===== src/vmicro16_pkg.sv =====
// Vmicro16 memory subsystem
// Shared types and address map
package vmicro16_pkg;

    // Words per memory block
    localparam int MEM_DEPTH = 64;

    typedef logic [15:0] word_t;
    typedef logic [15:0] addr_t;
    typedef logic [$clog2(MEM_DEPTH)-1:0] mem_addr_t;
    typedef logic [2:0] sreg_sel_t;
    typedef logic [7:0] gpio_t;

    // Tightly integrated scratch memory
    localparam addr_t TIM0_START = 16'h0000;
    localparam addr_t TIM0_END   = 16'h003F;

    // Read-only special registers
    localparam addr_t SREG_START = 16'h0080;
    localparam addr_t SREG_END   = 16'h0087;

    // APB peripherals
    localparam addr_t GPIO_ADDR  = 16'h0090;
    localparam addr_t BRAM_START = 16'h00C0;
    localparam addr_t BRAM_END   = 16'h00FF;

    // Value of special register 0
    localparam word_t CORE_ID = 16'h0003;

    // APB master sequencing in the memory unit
    typedef enum {
        IDLE,
        SETUP,
        ACCESS,
        DONE
    } mmu_state_e;

endpackage


===== src/apb_if.sv =====
// APB bus
`timescale 1ns/1ns

interface apb_if;
    vmicro16_pkg::addr_t paddr;
    logic                pwrite;
    logic                psel;
    logic                penable;
    vmicro16_pkg::word_t pwdata;
    vmicro16_pkg::word_t prdata;
    logic                pready;

    // Memory unit side
    modport master (
        output paddr,
        output pwrite,
        output psel,
        output penable,
        output pwdata,
        input  prdata,
        input  pready
    );

    // Peripheral bus side
    modport slave (
        input  paddr,
        input  pwrite,
        input  psel,
        input  penable,
        input  pwdata,
        output prdata,
        output pready
    );
endinterface


===== src/vmicro16_bram.sv =====
// Single-port block RAM
`timescale 1ns/1ns

module vmicro16_bram #(
    parameter int DEPTH = vmicro16_pkg::MEM_DEPTH
) (
    input  logic                    clk,
    input  vmicro16_pkg::mem_addr_t addr,
    input  vmicro16_pkg::word_t     wdata,
    input  logic                    we,
    output vmicro16_pkg::word_t     rdata
);
    vmicro16_pkg::word_t mem [0:DEPTH-1];

    // Write cycles leave the read port holding its last word
    always_ff @(posedge clk) begin
        if (we) begin
            mem[addr] <= wdata;
        end else begin
            rdata <= mem[addr];
        end
    end
endmodule


===== src/vmicro16_gpio_apb.sv =====
// APB GPIO output port
`timescale 1ns/1ns

module vmicro16_gpio_apb (
    input  logic                clk,
    input  logic                reset,
    input  logic                psel,
    input  logic                penable,
    input  logic                pwrite,
    input  vmicro16_pkg::word_t pwdata,
    output vmicro16_pkg::word_t prdata,
    output vmicro16_pkg::gpio_t gpio
);
    logic access;

    assign access = psel && penable;

    // Port register loaded from the low byte
    always_ff @(posedge clk) begin
        if (reset) begin
            gpio <= '0;
        end else if (access && pwrite) begin
            gpio <= pwdata[7:0];
        end
    end

    assign prdata = access ? vmicro16_pkg::word_t'(gpio) : '0;
endmodule


===== src/vmicro16_mmu.sv =====
// Core memory unit
// Scratch memory, special registers and APB master
`timescale 1ns/1ns

module vmicro16_mmu (
    input  logic                clk,
    input  logic                reset,
    input  logic                req,
    input  logic                we,
    input  vmicro16_pkg::addr_t addr,
    input  vmicro16_pkg::word_t wdata,
    output logic                busy,
    output vmicro16_pkg::word_t rdata,
    apb_if.master               apb
);
    vmicro16_pkg::mmu_state_e state;

    logic                    tim0_hit;
    logic                    sreg_hit;
    logic                    apb_hit;
    logic                    apb_launch;
    logic                    tim0_we;
    vmicro16_pkg::mem_addr_t tim0_addr;
    vmicro16_pkg::word_t     tim0_rdata;
    vmicro16_pkg::sreg_sel_t sreg_idx;
    vmicro16_pkg::word_t     sreg_val;
    vmicro16_pkg::word_t     per_data;
    logic                    tim0_sel_q;
    logic                    sreg_sel_q;

    // Anything outside TIM0 and the special registers decodes to APB
    assign tim0_hit = (addr >= vmicro16_pkg::TIM0_START) && (addr <= vmicro16_pkg::TIM0_END);
    assign sreg_hit = (addr >= vmicro16_pkg::SREG_START) && (addr <= vmicro16_pkg::SREG_END);
    assign apb_hit  = !tim0_hit && !sreg_hit;

    assign tim0_addr = vmicro16_pkg::mem_addr_t'(addr - vmicro16_pkg::TIM0_START);
    assign tim0_we   = req && we && tim0_hit;
    assign sreg_idx  = vmicro16_pkg::sreg_sel_t'(addr - vmicro16_pkg::SREG_START);

    // A new transfer may also start in the DONE cycle
    assign apb_launch = req && apb_hit
                     && ((state == vmicro16_pkg::IDLE) || (state == vmicro16_pkg::DONE));

    assign busy = req || (state == vmicro16_pkg::SETUP) || (state == vmicro16_pkg::ACCESS);

    // Per-core scratch memory
    vmicro16_bram u_tim0 (
        .clk   (clk),
        .addr  (tim0_addr),
        .wdata (wdata),
        .we    (tim0_we),
        .rdata (tim0_rdata)
    );

    // Only register 0 holds a value and writes are dropped
    always_ff @(posedge clk) begin
        if (req && sreg_hit) begin
            sreg_val <= (sreg_idx == '0) ? vmicro16_pkg::CORE_ID : '0;
        end
    end

    // Remember which target answers the current request
    always_ff @(posedge clk) begin
        if (reset) begin
            tim0_sel_q <= 1'b0;
            sreg_sel_q <= 1'b0;
        end else if (req) begin
            tim0_sel_q <= tim0_hit;
            sreg_sel_q <= sreg_hit;
        end
    end

    // APB master sequencing
    always_ff @(posedge clk) begin
        if (reset) begin
            state       <= vmicro16_pkg::IDLE;
            apb.psel    <= 1'b0;
            apb.penable <= 1'b0;
        end else begin
            case (state)
                vmicro16_pkg::IDLE,
                vmicro16_pkg::DONE: begin
                    if (apb_launch) begin
                        apb.psel <= 1'b1;
                        state    <= vmicro16_pkg::SETUP;
                    end else begin
                        state <= vmicro16_pkg::IDLE;
                    end
                end
                vmicro16_pkg::SETUP: begin
                    apb.penable <= 1'b1;
                    state       <= vmicro16_pkg::ACCESS;
                end
                vmicro16_pkg::ACCESS: begin
                    // Wait states keep the bus in access
                    if (apb.pready) begin
                        apb.psel    <= 1'b0;
                        apb.penable <= 1'b0;
                        state       <= vmicro16_pkg::DONE;
                    end
                end
                default: begin
                    state <= vmicro16_pkg::IDLE;
                end
            endcase
        end
    end

    // Address and data stay put until the next transfer
    always_ff @(posedge clk) begin
        if (apb_launch) begin
            apb.paddr  <= addr;
            apb.pwdata <= wdata;
            apb.pwrite <= we;
        end
        if ((state == vmicro16_pkg::ACCESS) && apb.pready) begin
            per_data <= apb.prdata;
        end
    end

    // Read data from whichever target the last request hit
    always_comb begin
        if (tim0_sel_q) begin
            rdata = tim0_rdata;
        end else if (sreg_sel_q) begin
            rdata = sreg_val;
        end else begin
            rdata = per_data;
        end
    end
endmodule


===== src/vmicro16_periph_bus.sv =====
// APB peripheral bus
// GPIO port and shared block RAM
`timescale 1ns/1ns

module vmicro16_periph_bus (
    input  logic                clk,
    input  logic                reset,
    apb_if.slave                apb,
    output vmicro16_pkg::gpio_t gpio
);
    logic                    access;
    logic                    gpio_sel;
    logic                    bram_sel;
    logic                    bram_we;
    vmicro16_pkg::mem_addr_t bram_addr;
    vmicro16_pkg::word_t     bram_rdata;
    vmicro16_pkg::word_t     gpio_rdata;

    assign access = apb.psel && apb.penable;

    // Peripheral select from paddr
    assign gpio_sel = (apb.paddr == vmicro16_pkg::GPIO_ADDR);
    assign bram_sel = (apb.paddr >= vmicro16_pkg::BRAM_START)
                   && (apb.paddr <= vmicro16_pkg::BRAM_END);

    // Address is valid from setup, so the read word is ready in access
    assign bram_addr = vmicro16_pkg::mem_addr_t'(apb.paddr - vmicro16_pkg::BRAM_START);
    assign bram_we   = bram_sel && access && apb.pwrite;

    vmicro16_gpio_apb u_gpio0 (
        .clk     (clk),
        .reset   (reset),
        .psel    (apb.psel && gpio_sel),
        .penable (apb.penable),
        .pwrite  (apb.pwrite),
        .pwdata  (apb.pwdata),
        .prdata  (gpio_rdata),
        .gpio    (gpio)
    );

    // Block RAM shared with other cores on the bus
    vmicro16_bram u_bram0 (
        .clk   (clk),
        .addr  (bram_addr),
        .wdata (apb.pwdata),
        .we    (bram_we),
        .rdata (bram_rdata)
    );

    // All peripherals here are zero-wait
    assign apb.pready = access;

    // Zero outside access and for unmapped addresses
    always_comb begin
        if (!access) begin
            apb.prdata = '0;
        end else if (gpio_sel) begin
            apb.prdata = gpio_rdata;
        end else if (bram_sel) begin
            apb.prdata = bram_rdata;
        end else begin
            apb.prdata = '0;
        end
    end
endmodule


===== src/vmicro16_mem_sys.sv =====
// Vmicro16 memory subsystem top
`timescale 1ns/1ns

module vmicro16_mem_sys (
    input  logic                clk,
    input  logic                reset,
    input  logic                req,
    input  logic                we,
    input  vmicro16_pkg::addr_t addr,
    input  vmicro16_pkg::word_t wdata,
    output logic                busy,
    output vmicro16_pkg::word_t rdata,
    output vmicro16_pkg::gpio_t gpio
);
    // Core to peripheral bus
    apb_if u_apb ();

    vmicro16_mmu u_mmu (
        .clk   (clk),
        .reset (reset),
        .req   (req),
        .we    (we),
        .addr  (addr),
        .wdata (wdata),
        .busy  (busy),
        .rdata (rdata),
        .apb   (u_apb.master)
    );

    vmicro16_periph_bus u_periph (
        .clk   (clk),
        .reset (reset),
        .apb   (u_apb.slave),
        .gpio  (gpio)
    );
endmodule


===== config.mk =====
export PLATFORM = sky130hd
export DESIGN_NAME = vmicro16_mem_sys
export DESIGN_NICKNAME = d
export VERILOG_FILES = /design/src/vmicro16_pkg.sv /design/src/apb_if.sv /design/src/vmicro16_bram.sv /design/src/vmicro16_gpio_apb.sv /design/src/vmicro16_mmu.sv /design/src/vmicro16_periph_bus.sv /design/src/vmicro16_mem_sys.sv
export SDC_FILE = /design/constraint.sdc
export NUM_CORES = 2
export LEC_CHECK = 0
export ABC_AREA = 1
export ABC_CLOCK_PERIOD_IN_PS = 3300
export BUFFER_PORTS_ARGS = -buffer_cell sky130_fd_sc_hd__buf_4
export CORE_ASPECT_RATIO = 1.2
export CORE_MARGIN = 2
export CORE_UTILIZATION = 55
export CTS_CLUSTER_DIAMETER = 80
export DETAILED_ROUTE_END_ITERATION = 8
export PLACE_DENSITY = 0.73
export SYNTH_ARGS = -nofsm -noshare
export SYNTH_HDL_FRONTEND = slang
export SYNTH_SLANG_ARGS = --single-unit

===== constraint.sdc =====
create_clock -name clk -period 3.3 [get_ports clk]
set_input_delay 0.99 -clock clk [delete_from_list [all_inputs] [get_ports clk]]
set_output_delay 0.99 -clock clk [all_outputs]
set_load 0.01 [all_outputs]

After elaboration in Yosys (flattened, before gate mapping)
Memory sizes are Yosys's and may differ from the RTL's. A register that Yosys moved wholly into a read port is not among the register bits.
Cells that the tools add are included.
{ "totals": {"in_bits": 36, "ramBits": 2048, "regBits": 109, "word_cells": 78, "mem_count": 2} }
{ "op_classes": {"n_eq_ne": 9, "reduce_logical": 31, "n_lt_le_gt_ge": 6, "n_mux": 17, "addsub": 2} }
{ "mem_list": {"columns": ["name", "depth", "width", "read_ports", "rd_ports_with_merged_regs", "write_ports", "line_no", "source"], "rows": [
  ["u_mmu.u_tim0.mem", 64, 16, 1, 1, 1, "vmicro16_bram.sv:13", "vmicro16_pkg::word_t mem [0:DEPTH-1];"],
  ["u_periph.u_bram0.mem", 64, 16, 1, 1, 1, "vmicro16_bram.sv:13", null]
]} }
{ "ops": {"columns": ["cell", "n"], "rows": [
  ["32-bit by 2-bit equality test with 1-bit output, second input constant", 3],
  ["32-bit one-hot mux with 3 select lines", 1],
  ["32-bit by 3-bit equality test with 1-bit output, second input constant", 2],
  ["32-bit logical NOT", 2],
  ["16-bit 2-to-1 mux", 4],
  ["32-bit by 1-bit equality test with 1-bit output, second input constant", 1],
  ["16-bit by 8-bit >= comparator with 1-bit output, second input constant", 2],
  ["16-bit by 8-bit <= comparator with 1-bit output, second input constant", 2],
  ["32-bit 2-to-1 mux", 1],
  ["16-bit by 8-bit equality test with 1-bit output, second input constant", 1],
  ["16-bit by 1-bit >= comparator with 1-bit output, second input constant", 1],
  ["16-bit by 6-bit <= comparator with 1-bit output, second input constant", 1],
  ["1-bit logical AND", 16],
  ["8-bit 2-to-1 mux", 1],
  ["1-bit 2-to-1 mux", 7],
  ["6-bit by 1-bit subtractor with 6-bit output, second input constant", 1],
  ["1-bit logical NOT", 4],
  ["2-bit by 1-bit != test with 1-bit output, second input constant", 2],
  ["1-bit one-hot mux with 2 select lines", 2],
  ["2-bit nonzero test", 2],
  ["3-bit logical NOT", 1],
  ["1-bit logical OR", 3],
  ["3-bit AND reduction", 1],
  ["3-bit by 1-bit subtractor with 3-bit output, second input constant", 1],
  ["other kinds (3)", 3]
]} }

Depth between registers and ports, before layout
{ "depth": {"word_depth": 8, "depth_mapped": 15} }

Hierarchy
A second synthesis with hierarchy kept.
{ "unflattened": {"cells_unflattened": 8828, "hier_area_um2": 90529.3} }
{ "modules_own_cells": {"columns": ["module", "cells_each", "area_each_um2", "n_inst"], "rows": [
  ["vmicro16_bram", 4261, 43752.0, 2],
  ["vmicro16_mmu", 138, 2058.2, 1],
  ["vmicro16_periph_bus", 99, 521.8, 1],
  ["vmicro16_gpio_apb", 69, 445.4, 1]
]} }

Least setup slack after synthesis
OpenSTA, ideal clock, no wires.
{ "synth_timing": {"path_type": "in2reg", "start": "input port addr[3]", "end": "memory u_mmu.u_tim0.mem[60][0] in the netlist's numbering (enable)", "cell_stages": 6, "path_slack_ns": 0.183, "t_arrival_ns": 2.729, "t_required_ns": 2.911, "setup_time_ns": 0.389, "path_cell_list": "buf_2 > inv_1 > nor2_1 > clkbuf_1 > inv_1 > nor2_1"} }
{ "synth_via": {"elab_chain_len": 5, "elab_cells_between_ends": 6, "classes_between": "order compare (2); mux (2); reduce/logical (2)"} }
{ "synth_rtl": {"columns": ["element", "line_no", "source"], "rows": [
  ["start, declared", "vmicro16_mem_sys.sv:9", "input vmicro16_pkg::addr_t addr,"],
  ["16-bit by 1-bit >= comparator with 1-bit output / 16-bit by 6-bit <= comparator with 1-bit output (equally long branches)", "vmicro16_mmu.sv:32", "assign tim0_hit = (addr >= vmicro16_pkg::TIM0_START) && (addr <= vmicro16_pkg::TIM0_END);"],
  ["1-bit logical AND", "vmicro16_mmu.sv:32", null],
  ["1-bit logical AND", "vmicro16_mmu.sv:37", "assign tim0_we = req && we && tim0_hit;"],
  ["1-bit 2-to-1 mux", "vmicro16_bram.sv:17", "if (we) begin"],
  ["1-bit 2-to-1 mux (implied by the code)", "vmicro16_bram.sv:18", "mem[addr] <= wdata;"],
  ["end, declared", "vmicro16_bram.sv:13", null]
]} }
Several ways; a longest one is shown, not always the timed one.

Worst setup path in the final report
{ "layout_timing": {"start": "register u_mmu.tim0_sel_q", "end": "output port rdata[0]"} }
{ "layout_via": {"elab_chain_len": 1} }
{ "layout_rtl": {"columns": ["element", "line_no", "source"], "rows": [
  ["start, declared", "vmicro16_mmu.sv:28", "logic tim0_sel_q;"],
  ["start signal, assigned", "vmicro16_mmu.sv:68", "tim0_sel_q <= tim0_hit;"],
  ["16-bit 2-to-1 mux", "vmicro16_mmu.sv:123", "if (tim0_sel_q) begin"],
  ["end, declared", "vmicro16_mem_sys.sv:12", "output vmicro16_pkg::word_t rdata,"]
]} }
Every way passes these cells.

==> impl_metrics.toml <==
[worst_setup_path]
required_ns = 2.31
worstPathMaxFanout = 18
worstSetupPathType = "flip-flop to primary output"
regToRegSetupSlack_ns = 0.36
worstSetupStartpointType = "flip-flop"
arrival_ns = 2.24
worst_setup_path_end_kind = "primary output"

[detailed_routing]
wirelength_microns = 250000
vias_per_cell = 5.56
drtIter0Drc = 7753
wl_per_cell_microns = 22.3
vias = 62500
antenna_left = 0
dr.pass1.iters = 5
drc = 0

[sta]
drv_slew = 0
relSlewSlack_pct = 35.0
worst_pin_slew_ns = 0.976
final_hold_viol_count = 0
fin_skew_ns = 0.0316
tns_ns = 0
fin_ws_ns = 0.0725
fin_crit_sh_pct = 97.8
worst_hold_slack_ns = 0.322
rsz0062_at_grt = "no"
setup_viol = 0
fmax_mhz = 310
finalCriticalPeriod_ns = 3.23

[die]
die_h_microns = 447
start_util_pct = 55.3
die_w_microns = 373
io_pins = 61
dieArea_sq_um = 167000
row_count = 162
fp.coreArea_sq_um = 162000

[logic_synthesis]
synth-seq-area-share_pct = 71.5
yosys.cell_count.top_type = "nand2_1"
syn_area_sq_um = 89800
netlist_instances = 8745
ys_top_cells_by_area = "edfxtp_1 71%, nand2_1 24%, nor2_1 1.1%"
synth-edff-count = 2130
yosysTopAreaCell = "edfxtp_1"
yosys-top-cells-count = "5,672 x nand2_1, 2,130 x edfxtp_1, 260 x nor2_1"
synth-main-ff-cell = "edfxtp_1"
ys_warn_count = 0
syn_nets = 8783
ys_types = 32
ys_seq_elements = 2144
avgSynthCellArea_sq_um = 10.3
synthArstFlopShare_pct = 0
yosys.area.top_type_share_pct = 71.2

[global_routing]
grt_max_degree = 110
grt_pass1_wl_microns = 370000
grt_pass1_vias = 59700
grt_overflow = 0
track_usage_pct = 29.9
antenna_found_initial = 8

[layout]
fin_area_sq_um = 101000
drive_gt1_share_pct = 7.94
post-route-util_pct = 62.4
fin_cells = 11200
final_nets = 8957
syn2layout_area_growth_pct = 12.8

[place]
gp_congestion = 1.00
dp_hpwl_microns = 151000
pre_cts_ws_ns = -0.282
io_buffers = 60
dpl_cell_area_sq_um = 94900
place_inst = 10800

[power]
finalPower_mw = 62.9
p_per_area_nw_per_um2 = 621
p_leak_nw = 42.3
ir_worst_vdd_v = 0.000698

[status]
status = "completed"

[min_path]
worstHoldPathType = "input port to flip-flop"

[clock_network]
clockBufferDepth = 3
cts-buffers-inserted = 204
clock-root-buffer = "clkbuf_16"
clock_sinks = 2144
post_cts_buffers = 0
clk_latency_ns = 0.85
cts_htree_levels = 4
cts_tree = "yes"
clk_pin_slew_worst_paths_ns = 0.06

[run]
drv_cap = 0
[power by group]
part / total [mW] / leakage, nW / internal (mW) / switching [mW]
registers: 31.2 / 19.4 / 31.0 / 0.190
clock network: 22.6 / 3.11 / 12.5 / 10.1
logic: 9.09 / 19.8 / 2.09 / 7.00
[sequential cells by signal (all words and copies together) (netlist names)]
signal	flops
u_mmu.u_tim0.mem	1024
u_periph.u_bram0.mem	1024
u_mmu.apb.paddr	16
u_mmu.apb.pwdata	16
u_mmu.per_data	16
u_mmu.u_tim0.rdata	16
u_periph.u_bram0.rdata	16
u_periph.u_gpio0.gpio	8
u_mmu.state	2
u_mmu.apb.penable	1
u_mmu.apb.psel	1
u_mmu.apb.pwrite	1
u_mmu.sreg_sel_q	1
u_mmu.sreg_val	1
u_mmu.tim0_sel_q	1
[placed cells by master (no fill, tap or decap), types with 35 or more instances in the layout]
| cell type | instances |
|---|---|
| nor2_1 | 259 |
| nand4_1 | 71 |
| clkbuf_1 | 49 |
| inv_1 | 63 |
| edfxtp_1 | 2130 |
| clkbuf_16 | 206 |
| buf_4 | 301 |
| clkinv_2 | 35 |
| clkinv_1 | 53 |
| buf_12 | 97 |
| nand2_1 | 5672 |
[final timing paths]
path	cells after the start	to	start
setup reg to reg	13	u_periph.u_bram0.rdata[0]	u_mmu.apb.paddr[0]
hold / removal	1	u_mmu.apb.paddr[14]	addr[14]
setup / recovery	5	rdata[0]	u_mmu.tim0_sel_q
hold reg to reg	2	u_mmu.apb.psel	u_mmu.apb.psel
[layer usage]
layer	GRT usage [%]	part of all wire, %
met1	37.6	37
met2	49.1	48
met3	4.97	9.0
met4	18.0	6.6
met5	0	0.0092
[worst max-delay path, stage by stage, from the launching register on]
cell	delay (ns)
dfxtp_1	0.48
buf_6	0.25
inv_1	0.06
nand3_1	0.15
nand3_1	0.24
buf_4	0.22
[area by class of cell]
type                    count  area [sq um]
diodes                      2          5.00
clock buffers             257          5370
clock inverters           124          1020
fillers                 12500         61100
inverters                  72           305
multi-input cells        6095         23400
flip-flops and latches   2144         64200
well taps                2132          2670
repair buffers            402          4250
[logic make-up (layout without fill, tap and decap cells)]
kind of cell,count (synthesis),after routing,share of synthesized area [%]
flops,2144,2144,71.5
simple gates,6048,6048,25.7
fa+ha+maj,2,2,0.0279
compound gates,45,45,0.332
buf+inv,506,855,2.36
other cells,0,2,0
[timing repair]
action | in CTS | in global routing
setup endpoints to repair | 16 | 1
gates resized for setup | 2 | 1
hold buffers | 0 | 0
gates cloned | 0 | 0
pin swaps | 0 | 0
Note: power is estimated with default switching activity, not from simulation.
